### src/verilog/idct_pkg.sv
// shared widths, SRAM layout constants and controller states for the 8x8 IDCT engine
package idct_pkg;

	// SRAM side
	typedef logic [17:0] sram_addr_t;
	typedef logic [15:0] sram_word_t;

	// arithmetic
	typedef logic signed [15:0] coeff_t;  // S' coefficient or cosine entry
	typedef logic signed [31:0] acc_t;    // accumulator, T before packing
	typedef logic [7:0] pixel_t;

	// block position in the Y plane
	typedef logic [5:0] blk_col_t;  // 0 to 39
	typedef logic [4:0] blk_row_t;  // 0 to 29

	// embedded RAMs
	typedef logic [4:0] sp_addr_t;   // 32 coefficient pairs
	typedef logic [5:0] t_addr_t;    // 64 words
	typedef logic [31:0] ram_word_t;

	// SRAM memory map
	localparam sram_addr_t PRE_IDCT_BASE = 18'd76800;
	localparam sram_addr_t Y_OUT_BASE = 18'd0;
	localparam sram_addr_t COEFF_ROW_STRIDE = 18'd320;  // one coefficient per word
	localparam sram_addr_t PIXEL_ROW_STRIDE = 18'd160;  // two pixels per word

	localparam int BLOCK_SIZE = 8;

	// fixed point scaling of the two passes
	localparam int T_SHIFT = 8;
	localparam int S_SHIFT = 16;

	localparam int SRAM_READ_LATENCY = 2;  // cycles from address to data

	typedef enum logic [2:0] {
		IDLE,
		FETCH,
		ROW_PASS,
		COL_PASS,
		DRAIN,
		FINISH
	} idct_phase_t;

endpackage

### src/verilog/block_ram_if.sv
// read and write ports of one embedded block RAM, shared by its producer and consumer
`timescale 1ns/100ps

interface block_ram_if;

	idct_pkg::t_addr_t rd_addr;
	idct_pkg::ram_word_t rd_data;  // valid the cycle after rd_addr
	idct_pkg::t_addr_t wr_addr;
	idct_pkg::ram_word_t wr_data;
	logic wr_en;  // one cycle per word

	modport writer (
		output wr_addr, wr_data, wr_en
	);

	modport reader (
		output rd_addr,
		input rd_data
	);

	modport ram (
		input rd_addr, wr_addr, wr_data, wr_en,
		output rd_data
	);

endinterface

### src/verilog/block_fetch.sv
// reads one 8x8 block of S' from SRAM and packs coefficient pairs into the S' buffer
`timescale 1ns/100ps

module block_fetch (
	input logic Clock,
	input logic resetn,
	input logic fetch_go,
	input idct_pkg::blk_col_t block_col,
	input idct_pkg::blk_row_t block_row,
	input idct_pkg::sram_word_t SRAM_read_data,
	output idct_pkg::sram_addr_t fetch_addr,
	output logic fetch_done,
	block_ram_if.writer sp_buf
);

	logic active;
	logic [2:0] col;
	logic [2:0] row;
	idct_pkg::sram_addr_t row_base;
	logic [idct_pkg::SRAM_READ_LATENCY-1:0] rd_pipe;  // tracks reads in flight
	logic data_valid;
	logic [5:0] rx_cnt;  // coefficients received
	idct_pkg::sram_word_t even_hold;
	idct_pkg::sp_addr_t pair_addr;

	assign fetch_addr = row_base + idct_pkg::sram_addr_t'(col);
	assign data_valid = rd_pipe[idct_pkg::SRAM_READ_LATENCY-1];
	assign pair_addr = rx_cnt[5:1];

	always_ff @(posedge Clock or negedge resetn) begin
		if (!resetn) begin
			active <= 1'b0;
			col <= 3'd0;
			row <= 3'd0;
			row_base <= '0;
			rd_pipe <= '0;
			rx_cnt <= 6'd0;
			sp_buf.wr_en <= 1'b0;
			fetch_done <= 1'b0;
		end else begin
			rd_pipe <= {rd_pipe[idct_pkg::SRAM_READ_LATENCY-2:0], active};
			sp_buf.wr_en <= data_valid && rx_cnt[0];  // odd coefficient completes a pair
			fetch_done <= data_valid && (rx_cnt == 6'd63);
			if (data_valid) begin
				rx_cnt <= rx_cnt + 6'd1;
			end
			if (fetch_go) begin
				active <= 1'b1;
				col <= 3'd0;
				row <= 3'd0;
				rx_cnt <= 6'd0;
				// block origin in the coefficient plane
				row_base <= idct_pkg::PRE_IDCT_BASE
					+ idct_pkg::sram_addr_t'({block_row, 3'b000}) * idct_pkg::COEFF_ROW_STRIDE
					+ idct_pkg::sram_addr_t'({block_col, 3'b000});
			end else if (active) begin
				if (col == 3'(idct_pkg::BLOCK_SIZE - 1)) begin
					col <= 3'd0;
					row <= row + 3'd1;
					row_base <= row_base + idct_pkg::COEFF_ROW_STRIDE;  // next coefficient row
					if (row == 3'(idct_pkg::BLOCK_SIZE - 1)) begin
						active <= 1'b0;
					end
				end else begin
					col <= col + 3'd1;
				end
			end
		end
	end

	always_ff @(posedge Clock) begin
		if (data_valid) begin
			if (!rx_cnt[0]) begin
				even_hold <= SRAM_read_data;
			end else begin
				sp_buf.wr_data <= {even_hold, SRAM_read_data};  // even in upper half
				sp_buf.wr_addr <= {1'b0, pair_addr};
			end
		end
	end

	// the burst ends with the 64th coefficient, so pairs never wrap past address 31
	assert property (@(posedge Clock) disable iff (!resetn)
		data_valid && (rx_cnt == 6'd63) |=> !data_valid);

endmodule

### src/verilog/block_writeback.sv
// turns pixel-pair strobes into single-cycle SRAM writes in the Y output plane
`timescale 1ns/100ps

module block_writeback (
	input logic Clock,
	input logic resetn,
	input logic pix_valid,
	input idct_pkg::pixel_t [1:0] pix_pair,
	input logic [4:0] pix_index,
	input idct_pkg::blk_col_t block_col,
	input idct_pkg::blk_row_t block_row,
	output idct_pkg::sram_addr_t wb_addr,
	output idct_pkg::sram_word_t wb_data,
	output logic wb_we,
	output logic wb_idle
);

	logic [7:0] pix_row;  // pixel row in the plane
	logic [7:0] pix_word;  // word within the pixel row

	// block position is held by the host for the whole run
	assign pix_row = {block_row, pix_index[4:2]};
	assign pix_word = {block_col, pix_index[1:0]};

	assign wb_idle = !wb_we;

	always_ff @(posedge Clock or negedge resetn) begin
		if (!resetn) begin
			wb_we <= 1'b0;
		end else begin
			wb_we <= pix_valid;  // one write cycle per pair
		end
	end

	always_ff @(posedge Clock) begin
		if (pix_valid) begin
			wb_addr <= idct_pkg::Y_OUT_BASE
				+ idct_pkg::sram_addr_t'(pix_row) * idct_pkg::PIXEL_ROW_STRIDE
				+ idct_pkg::sram_addr_t'(pix_word);
			wb_data <= {pix_pair[1], pix_pair[0]};  // even pixel in upper byte
		end
	end

	// the column pass never strobes back to back, so no buffering is needed here
	assert property (@(posedge Clock) disable iff (!resetn)
		pix_valid |=> !pix_valid);

endmodule

### src/verilog/dct_coeff_rom.sv
// cosine table C[k][j] scaled by 2048, two combinational lookups by index k*8 + j
`timescale 1ns/100ps

module dct_coeff_rom (
	input logic [5:0] coef_sel_a,
	input logic [5:0] coef_sel_b,
	output idct_pkg::coeff_t coef_a,
	output idct_pkg::coeff_t coef_b
);

	// C[k][j] = 2048*cos((2j+1)*k*pi/16), row 0 scaled by 1/sqrt(2)
	function automatic idct_pkg::coeff_t cos_entry(input logic [5:0] idx);
		logic [6:0] prod;
		logic [4:0] ang;
		logic [4:0] fold;
		logic [4:0] mag_sel;
		logic neg;
		idct_pkg::coeff_t mag;
		prod = {3'b000, idx[2:0], 1'b1} * {4'b0000, idx[5:3]};  // (2j+1)*k
		ang = prod[4:0];                      // angle mod 2pi, in pi/16
		fold = ang[4] ? (5'd0 - ang) : ang;   // cos is even
		neg = (fold > 5'd8);                  // second quadrant
		mag_sel = neg ? (5'd16 - fold) : fold;
		case (mag_sel)
			5'd1: mag = 16'sd2008;
			5'd2: mag = 16'sd1892;
			5'd3: mag = 16'sd1702;
			5'd4: mag = 16'sd1448;
			5'd5: mag = 16'sd1137;
			5'd6: mag = 16'sd783;
			5'd7: mag = 16'sd399;
			default: mag = 16'sd1448;  // row 0
		endcase
		return neg ? -mag : mag;
	endfunction

	assign coef_a = cos_entry(coef_sel_a);
	assign coef_b = cos_entry(coef_sel_b);

endmodule

### src/verilog/dual_port_ram.sv
// 64-word embedded RAM with a registered read port and a write port, holds S' or T
`timescale 1ns/100ps

module dual_port_ram (
	input logic Clock,
	block_ram_if.ram port
);

	idct_pkg::ram_word_t mem [64];

	always_ff @(posedge Clock) begin
		if (port.wr_en) begin
			mem[port.wr_addr] <= port.wr_data;
		end
		port.rd_data <= mem[port.rd_addr];  // old data on a same-address write
	end

endmodule

### src/verilog/idct_ctrl.sv
// phase sequencer of the IDCT engine, owns the SRAM port and reports completion
`timescale 1ns/100ps

module idct_ctrl (
	input logic Clock,
	input logic resetn,
	input logic start,
	input logic fetch_done,
	input logic pass_done,
	input logic wb_idle,
	input idct_pkg::sram_addr_t fetch_addr,
	input idct_pkg::sram_addr_t wb_addr,
	input idct_pkg::sram_word_t wb_data,
	input logic wb_we,
	output logic fetch_go,
	output logic row_go,
	output logic col_go,
	output idct_pkg::sram_addr_t SRAM_address,
	output idct_pkg::sram_word_t SRAM_write_data,
	output logic SRAM_we_n,
	output logic done
);

	idct_pkg::idct_phase_t state;

	// fetch reads during FETCH, pixel writes otherwise
	assign SRAM_address = (state == idct_pkg::FETCH) ? fetch_addr : wb_addr;
	assign SRAM_write_data = wb_data;
	assign SRAM_we_n = (state == idct_pkg::FETCH) ? 1'b1 : !wb_we;

	always_ff @(posedge Clock or negedge resetn) begin
		if (!resetn) begin
			state <= idct_pkg::IDLE;
			fetch_go <= 1'b0;
			row_go <= 1'b0;
			col_go <= 1'b0;
			done <= 1'b0;
		end else begin
			fetch_go <= 1'b0;
			row_go <= 1'b0;
			col_go <= 1'b0;
			done <= 1'b0;
			case (state)
				idct_pkg::IDLE: begin
					if (start) begin
						fetch_go <= 1'b1;
						state <= idct_pkg::FETCH;
					end
				end
				idct_pkg::FETCH: begin
					if (fetch_done) begin
						row_go <= 1'b1;  // S' buffer complete
						state <= idct_pkg::ROW_PASS;
					end
				end
				idct_pkg::ROW_PASS: begin
					if (pass_done) begin
						col_go <= 1'b1;  // T buffer complete
						state <= idct_pkg::COL_PASS;
					end
				end
				idct_pkg::COL_PASS: begin
					if (pass_done) state <= idct_pkg::DRAIN;
				end
				idct_pkg::DRAIN: begin
					if (wb_idle) state <= idct_pkg::FINISH;  // last pair is in SRAM
				end
				idct_pkg::FINISH: begin
					done <= 1'b1;
					state <= idct_pkg::IDLE;
				end
				default: state <= idct_pkg::IDLE;
			endcase
		end
	end

	// done only after the final pixel write has left the port
	assert property (@(posedge Clock) disable iff (!resetn)
		!(done && !SRAM_we_n));

endmodule

### src/verilog/idct_top.sv
// top level of the 8x8 luma IDCT engine, connects the units to the external SRAM
`timescale 1ns/100ps

module idct_top (
	input logic Clock,
	input logic resetn,
	input logic start,
	input idct_pkg::blk_col_t block_col,
	input idct_pkg::blk_row_t block_row,
	input idct_pkg::sram_word_t SRAM_read_data,
	output idct_pkg::sram_word_t SRAM_write_data,
	output idct_pkg::sram_addr_t SRAM_address,
	output logic SRAM_we_n,
	output logic done
);

	logic fetch_go;
	logic row_go;
	logic col_go;
	logic fetch_done;
	logic pass_done;
	logic wb_idle;
	logic wb_we;
	logic pix_valid;
	idct_pkg::sram_addr_t fetch_addr;
	idct_pkg::sram_addr_t wb_addr;
	idct_pkg::sram_word_t wb_data;
	idct_pkg::pixel_t [1:0] pix_pair;
	logic [4:0] pix_index;
	logic [5:0] coef_sel_a;
	logic [5:0] coef_sel_b;
	idct_pkg::coeff_t coef_a;
	idct_pkg::coeff_t coef_b;

	block_ram_if sp_buf ();  // S' pairs
	block_ram_if t_buf ();   // packed T pairs

	idct_ctrl ctrl_unit (
		.Clock(Clock), .resetn(resetn), .start(start),
		.fetch_done(fetch_done), .pass_done(pass_done), .wb_idle(wb_idle),
		.fetch_addr(fetch_addr), .wb_addr(wb_addr), .wb_data(wb_data), .wb_we(wb_we),
		.fetch_go(fetch_go), .row_go(row_go), .col_go(col_go),
		.SRAM_address(SRAM_address), .SRAM_write_data(SRAM_write_data),
		.SRAM_we_n(SRAM_we_n), .done(done)
	);

	block_fetch fetch_unit (
		.Clock(Clock), .resetn(resetn), .fetch_go(fetch_go),
		.block_col(block_col), .block_row(block_row), .SRAM_read_data(SRAM_read_data),
		.fetch_addr(fetch_addr), .fetch_done(fetch_done), .sp_buf(sp_buf)
	);

	matrix_mac mac_unit (
		.Clock(Clock), .resetn(resetn), .row_go(row_go), .col_go(col_go),
		.pass_done(pass_done), .pix_valid(pix_valid), .pix_pair(pix_pair),
		.pix_index(pix_index), .coef_sel_a(coef_sel_a), .coef_sel_b(coef_sel_b),
		.coef_a(coef_a), .coef_b(coef_b),
		.sp_buf(sp_buf), .t_wr(t_buf), .t_rd(t_buf)
	);

	block_writeback wb_unit (
		.Clock(Clock), .resetn(resetn), .pix_valid(pix_valid), .pix_pair(pix_pair),
		.pix_index(pix_index), .block_col(block_col), .block_row(block_row),
		.wb_addr(wb_addr), .wb_data(wb_data), .wb_we(wb_we), .wb_idle(wb_idle)
	);

	dual_port_ram sp_ram (.Clock(Clock), .port(sp_buf));
	dual_port_ram t_ram (.Clock(Clock), .port(t_buf));

	dct_coeff_rom coeff_rom (
		.coef_sel_a(coef_sel_a), .coef_sel_b(coef_sel_b),
		.coef_a(coef_a), .coef_b(coef_b)
	);

endmodule

### src/verilog/matrix_mac.sv
// two-multiplier accumulator running the row pass into T and the column pass to pixels
`timescale 1ns/100ps

module matrix_mac (
	input logic Clock,
	input logic resetn,
	input logic row_go,
	input logic col_go,
	output logic pass_done,
	output logic pix_valid,
	output idct_pkg::pixel_t [1:0] pix_pair,
	output logic [4:0] pix_index,
	output logic [5:0] coef_sel_a,
	output logic [5:0] coef_sel_b,
	input idct_pkg::coeff_t coef_a,
	input idct_pkg::coeff_t coef_b,
	block_ram_if.reader sp_buf,
	block_ram_if.writer t_wr,
	block_ram_if.reader t_rd
);

	logic run;
	logic is_col;  // column pass
	logic [1:0] beat;
	logic [5:0] elem;
	logic v1;
	logic [1:0] beat1;
	logic [5:0] elem1;
	logic last_beat;
	logic [2:0] sel_col;
	idct_pkg::sp_addr_t sp_addr;
	idct_pkg::coeff_t op_a;
	idct_pkg::coeff_t op_b;
	idct_pkg::acc_t prod_a;
	idct_pkg::acc_t prod_b;
	idct_pkg::acc_t acc;
	idct_pkg::acc_t sum;
	idct_pkg::acc_t t_shift;
	idct_pkg::acc_t s_shift;
	idct_pkg::coeff_t t_sat;
	idct_pkg::coeff_t t_hold;
	idct_pkg::pixel_t pix;
	idct_pkg::pixel_t pix_hold;

	// row pass: elem = {q, j, r} for S' row 2q+r, T column j
	// column pass: elem = {i, j} for output pixel S[i][j]
	assign sp_addr = {elem[5:4], elem[0], beat};
	assign sp_buf.rd_addr = {1'b0, sp_addr};
	assign t_rd.rd_addr = {1'b0, beat, elem[2:0]};  // word holds T rows 2q and 2q+1
	assign sel_col = is_col ? elem[5:3] : elem[3:1];

	// stage 1, RAM data and table entries line up here
	assign op_a = is_col ? t_rd.rd_data[31:16] : sp_buf.rd_data[31:16];
	assign op_b = is_col ? t_rd.rd_data[15:0] : sp_buf.rd_data[15:0];
	assign prod_a = idct_pkg::acc_t'(op_a) * idct_pkg::acc_t'(coef_a);
	assign prod_b = idct_pkg::acc_t'(op_b) * idct_pkg::acc_t'(coef_b);
	assign sum = ((beat1 == 2'd0) ? idct_pkg::acc_t'(0) : acc) + prod_a + prod_b;
	assign last_beat = v1 && (beat1 == 2'd3);

	assign t_shift = sum >>> idct_pkg::T_SHIFT;
	assign s_shift = sum >>> idct_pkg::S_SHIFT;

	always_comb begin
		if (t_shift > 32'sd32767)
			t_sat = 16'sh7fff;  // saturate to fit a packed T half
		else if (t_shift < -32'sd32768)
			t_sat = 16'sh8000;
		else
			t_sat = t_shift[15:0];
	end

	always_comb begin
		if (s_shift[31])
			pix = 8'd0;
		else if (s_shift > 32'sd255)
			pix = 8'd255;
		else
			pix = s_shift[7:0];  // sum bits 23..16
	end

	always_ff @(posedge Clock or negedge resetn) begin
		if (!resetn) begin
			run <= 1'b0;
			is_col <= 1'b0;
			beat <= 2'd0;
			elem <= 6'd0;
			v1 <= 1'b0;
			beat1 <= 2'd0;
			elem1 <= 6'd0;
			t_wr.wr_en <= 1'b0;
			pix_valid <= 1'b0;
			pass_done <= 1'b0;
		end else begin
			v1 <= run;
			beat1 <= beat;
			elem1 <= elem;
			t_wr.wr_en <= last_beat && !is_col && elem1[0];  // odd row closes a T pair
			pix_valid <= last_beat && is_col && elem1[0];   // odd column closes a pixel pair
			pass_done <= last_beat && (elem1 == 6'd63);
			if (row_go || col_go) begin
				run <= 1'b1;
				is_col <= col_go;
				beat <= 2'd0;
				elem <= 6'd0;
			end else if (run) begin
				beat <= beat + 2'd1;
				if (beat == 2'd3) begin
					elem <= elem + 6'd1;
					if (elem == 6'd63) begin
						run <= 1'b0;
					end
				end
			end
		end
	end

	always_ff @(posedge Clock) begin
		coef_sel_a <= {beat, 1'b0, sel_col};  // C[2b][x]
		coef_sel_b <= {beat, 1'b1, sel_col};  // C[2b+1][x]
		if (v1) begin
			acc <= sum;
		end
		if (last_beat) begin
			if (!elem1[0]) begin
				t_hold <= t_sat;
				pix_hold <= pix;
			end
			t_wr.wr_data <= {t_hold, t_sat};
			t_wr.wr_addr <= {1'b0, elem1[5:4], elem1[3:1]};
			pix_pair <= {pix_hold, pix};  // even pixel in [1]
			pix_index <= elem1[5:1];
		end
	end

endmodule
### config.mk
export PLATFORM = sky130hd
export DESIGN_NAME = idct_top
export DESIGN_NICKNAME = d
export VERILOG_FILES = /design/src/verilog/idct_pkg.sv /design/src/verilog/block_ram_if.sv /design/src/verilog/block_fetch.sv /design/src/verilog/block_writeback.sv /design/src/verilog/dct_coeff_rom.sv /design/src/verilog/dual_port_ram.sv /design/src/verilog/idct_ctrl.sv /design/src/verilog/idct_top.sv /design/src/verilog/matrix_mac.sv
export SDC_FILE = /design/constraint.sdc
export NUM_CORES = 2
export LEC_CHECK = 0
export BUFFER_PORTS_ARGS = -buffer_cell sky130_fd_sc_hd__buf_2
export CORE_MARGIN = 5
export CORE_UTILIZATION = 55
export DETAILED_ROUTE_END_ITERATION = 8
export GPL_TIMING_DRIVEN = 0
export HOLD_SLACK_MARGIN = 0.05
export PLACE_DENSITY = 0.71
export SLEW_MARGIN = 15
export SYNTH_ARGS = -nofsm -noshare
export SYNTH_HDL_FRONTEND = slang
export SYNTH_SLANG_ARGS = --single-unit
export TNS_END_PERCENT = 20
### constraint.sdc
create_clock -name Clock -period 21.5 [get_ports Clock]
set_input_delay 2.15 -clock Clock [delete_from_list [all_inputs] [get_ports Clock]]
set_output_delay 2.15 -clock Clock [all_outputs]
set_load 0.005 [all_outputs]
==> impl_metrics.tcl <==
set metrics [dict create \
    wl_per_cell_um 29.5 \
    required_ns 21.96 \
    setup.worst_path.end_class "flip-flop" \
    cts_inserted_buffers 225 \
    cts_hold_buf 0 \
    clockBufferDepth 3 \
    ys_seq_area_share_pct 63.4 \
    clk_pin_slew_ns 0.07 \
    htree_num_levels 4 \
    start_kind "flip-flop" \
    setup_violations 0 \
    maxCapViolations 0 \
    slew_headroom_pct 18.4 \
    r2r-start "mac_unit.coef_sel_b[4]$_DFF_P_" \
    syn_inst 6550 \
    finalNetCount 7749 \
    synth-edff-count 2243 \
    drc 0 \
    crit_type "reg2reg" \
    dp_hpwl_um 207000 \
    antenna_left 0 \
    ys_seq_elements 2374 \
    status "complete, no violations" \
    holdPathStages 0 \
    finalCritPeriodShare_pct 60.5 \
    async_reset_ff_share_pct 2.61 \
    antenna_found_initial 14 \
    worst_skew_pair.late_latency_ns 0.86 \
    crit_top_cell "fa_1" \
    period_needed_ns 13.01 \
    routed_wl_um 289000 \
    ys_warn_count 0 \
    root_buffer "clkbuf_16" \
    core-area_mm2 0.200 \
    drt_first_iter_violations 7114 \
    floorplan.die_area_mm2 0.211 \
    first_global_vias 61800 \
    hold_end "fetch_unit.rd_pipe[1]$_DFF_PN0_" \
    drive_gt1_share_pct 17.2 \
    die_w_um 459 \
    area_growth_pct 12.2 \
    gr-total-overflow 0 \
    cts_resized 0 \
    rsz0062_at_grt "no" \
    fin_area_mm2 0.124 \
    slowest_stage "o21ai_0" \
    synth_flop_cell "edfxtp_1" \
    reg2reg_to "mac_unit.t_wr.wr_data[0]$_DFFE_PP_" \
    path_max_fanout 17 \
    hp-start "fetch_unit.rd_pipe[0]$_DFF_PN0_" \
    clock_skew_ns 0.0400 \
    track_usage_pct 27.7 \
    drv_slew 0 \
    hold_viol_final 0 \
    worst_slew_pin_slew_ns 1.21 \
    r2r.worst_path.cells 36 \
    place.gp.congestion 0.948 \
    synthDistinctLibCells 74 \
    tritoncts "built" \
    reg2reg_slack_ns 8.49 \
    critPathMaxStageDelay_ns 0.96 \
    fin_setup_tns_ns 0 \
    placed_area_mm2 0.117 \
    start_util_pct 55.4 \
    synth_area_mm2 0.111 \
    grt_max_degree 48 \
    viasPerCell 6.10 \
    grt_first_pass_wirelength_um 423000 \
    min_path_type "reg2reg" \
    syn-num-nets 7374 \
    worstPathArrival_ns 13.46 \
    ioPinCount 66 \
    cts.sinks 2374 \
    post_cts_buffers 0 \
    num_vias 59700 \
    fmax_mhz 76.9 \
    rows 164 \
    die_h_um 459 \
    syn_avg_cell_area_um2 16.9 \
    portBuffers 65 \
    drtPass1Iterations 6 \
]
[worst max-delay path, delay by kind of cell (launching register included)]
kind	cells	cell delay (ns)
fa+ha+maj	13	5.84
flops	1	0.41
compound gates	7	2.79
xor+xnor	3	0.81
buf+inv	9	1.36
simple gates	4	1.38
[routing by layer]
metal  GRT usage [%]  up-vias  wire length (um)
met3            5.36      558             26000
met5               0        -                57
met4            10.3        8             12000
met1            38.3    31200            112000
met2            44.5     3201            139000
li1                -    24700                 -
[area by class of cell]
class,count,area [um2]
clock inverters,111,1230
diodes,7,17.5
clock buffers,313,6270
plain buffers,263,1050
well taps,2656,3320
inverters,810,3040
repair buffers,148,2120
multi-input cells,3103,37100
flip-flops and latches,2374,70300
fillers,14000,75800
[cells in the mapped netlist, types with 57 or more instances]
cell type	count	area share, %
edfxtp_1	2243	61
inv_1	807	2.7
fa_1	619	11
mux4_2	448	9.1
nand2_1	447	1.5
nor2_1	263	0.89
mux2i_1	234	2.1
clkbuf_1	194	0.66
ha_1	175	2.0
a21oi_1	157	0.71
mux2_2	150	1.5
o21ai_0	140	0.63
o221ai_1	96	0.76
dfxtp_1	69	1.2
xnor2_1	64	0.51
dfrtp_1	62	1.4
buf_1	57	0.19
[kinds of logic (layout without fill, tap and decap cells)]
group | count (synthesis) | in the layout | synth area share, %
AND/OR/NAND/NOR | 862 | 862 | 3.27
flip-flops | 2374 | 2374 | 63.4
buffers and inverters | 1073 | 1645 | 3.66
AO/OA/AOI/OAI | 507 | 507 | 2.91
adder cells (fa/ha/maj) | 794 | 794 | 13.1
multiplexers | 832 | 832 | 12.7
other | 1 | 8 | 0.00338
XOR/XNOR | 107 | 107 | 0.935
[cells in the final DEF (no fill, tap or decap), types with 26 or more instances in the layout]
master / n
o21ai_0: 137
nor2b_1: 34
edfxtp_1: 2243
buf_2: 77
dfxtp_1: 69
a21oi_1: 157
buf_1: 41
nand3_1: 26
buf_16: 26
clkinv_2: 30
o22ai_1: 34
mux2i_1: 234
clkbuf_16: 233
nor2_1: 196
clkbuf_1: 251
mux2_2: 150
xor2_1: 32
fa_1: 619
inv_1: 807
xnor2_1: 64
dfrtp_1: 60
o221ai_1: 96
ha_1: 175
nor2_4: 65
nand2_1: 447
mux4_2: 448
buf_12: 47
clkinv_1: 41
[worst max path at each step]
stage / start / end / depth (start not counted) / slack, ns
after global placement: mac_unit.coef_sel_b[4]$_DFF_P_ / mac_unit.t_wr.wr_data[0]$_DFFE_PP_ / 35 / 8.18
final: mac_unit.coef_sel_b[4]$_DFF_P_ / mac_unit.t_wr.wr_data[0]$_DFFE_PP_ / 36 / 8.49
after floorplan: mac_unit.coef_sel_b[4]$_DFF_P_ / mac_unit.t_hold[10]$_DFFE_PP_ / 35 / 10.78
after CTS: mac_unit.coef_sel_b[4]$_DFF_P_ / mac_unit.t_wr.wr_data[0]$_DFFE_PP_ / 36 / 8.64
after global routing: mac_unit.coef_sel_b[4]$_DFF_P_ / mac_unit.t_wr.wr_data[0]$_DFFE_PP_ / 36 / 8.11
after detailed placement: mac_unit.coef_sel_b[4]$_DFF_P_ / mac_unit.t_wr.wr_data[0]$_DFFE_PP_ / 36 / 8.72
[state kept, by name, indices dropped and copies added, names as in the netlist, 17 cells and up]
signal / cells
sp_ram.mem: 1024
t_ram.mem: 1024
fetch_unit.sp_buf.wr_data: 32
mac_unit.acc: 32
mac_unit.t_wr.wr_data: 32
sp_ram.port.rd_data: 32
t_ram.port.rd_data: 32
wb_unit.wb_addr: 17
[metrics by stage]
stage / hold WS [ns] / instances / utilization, % / setup WS, ns
floorplan: 0.331 / 6550 / - / 10.78
global placement: 0.340 / 9271 / 57.2 / 8.18
detailed placement: 0.342 / 9350 / 58.4 / 8.72
CTS: 0.357 / 9774 / 62.1 / 8.64
global route: 0.359 / 9780 / 62.1 / 8.11
finish: 0.353 / 9785 / 62.1 / 8.49
Power is not shown: default switching activity piles up to over one toggle a cycle in this logic, so the estimate is an artifact.
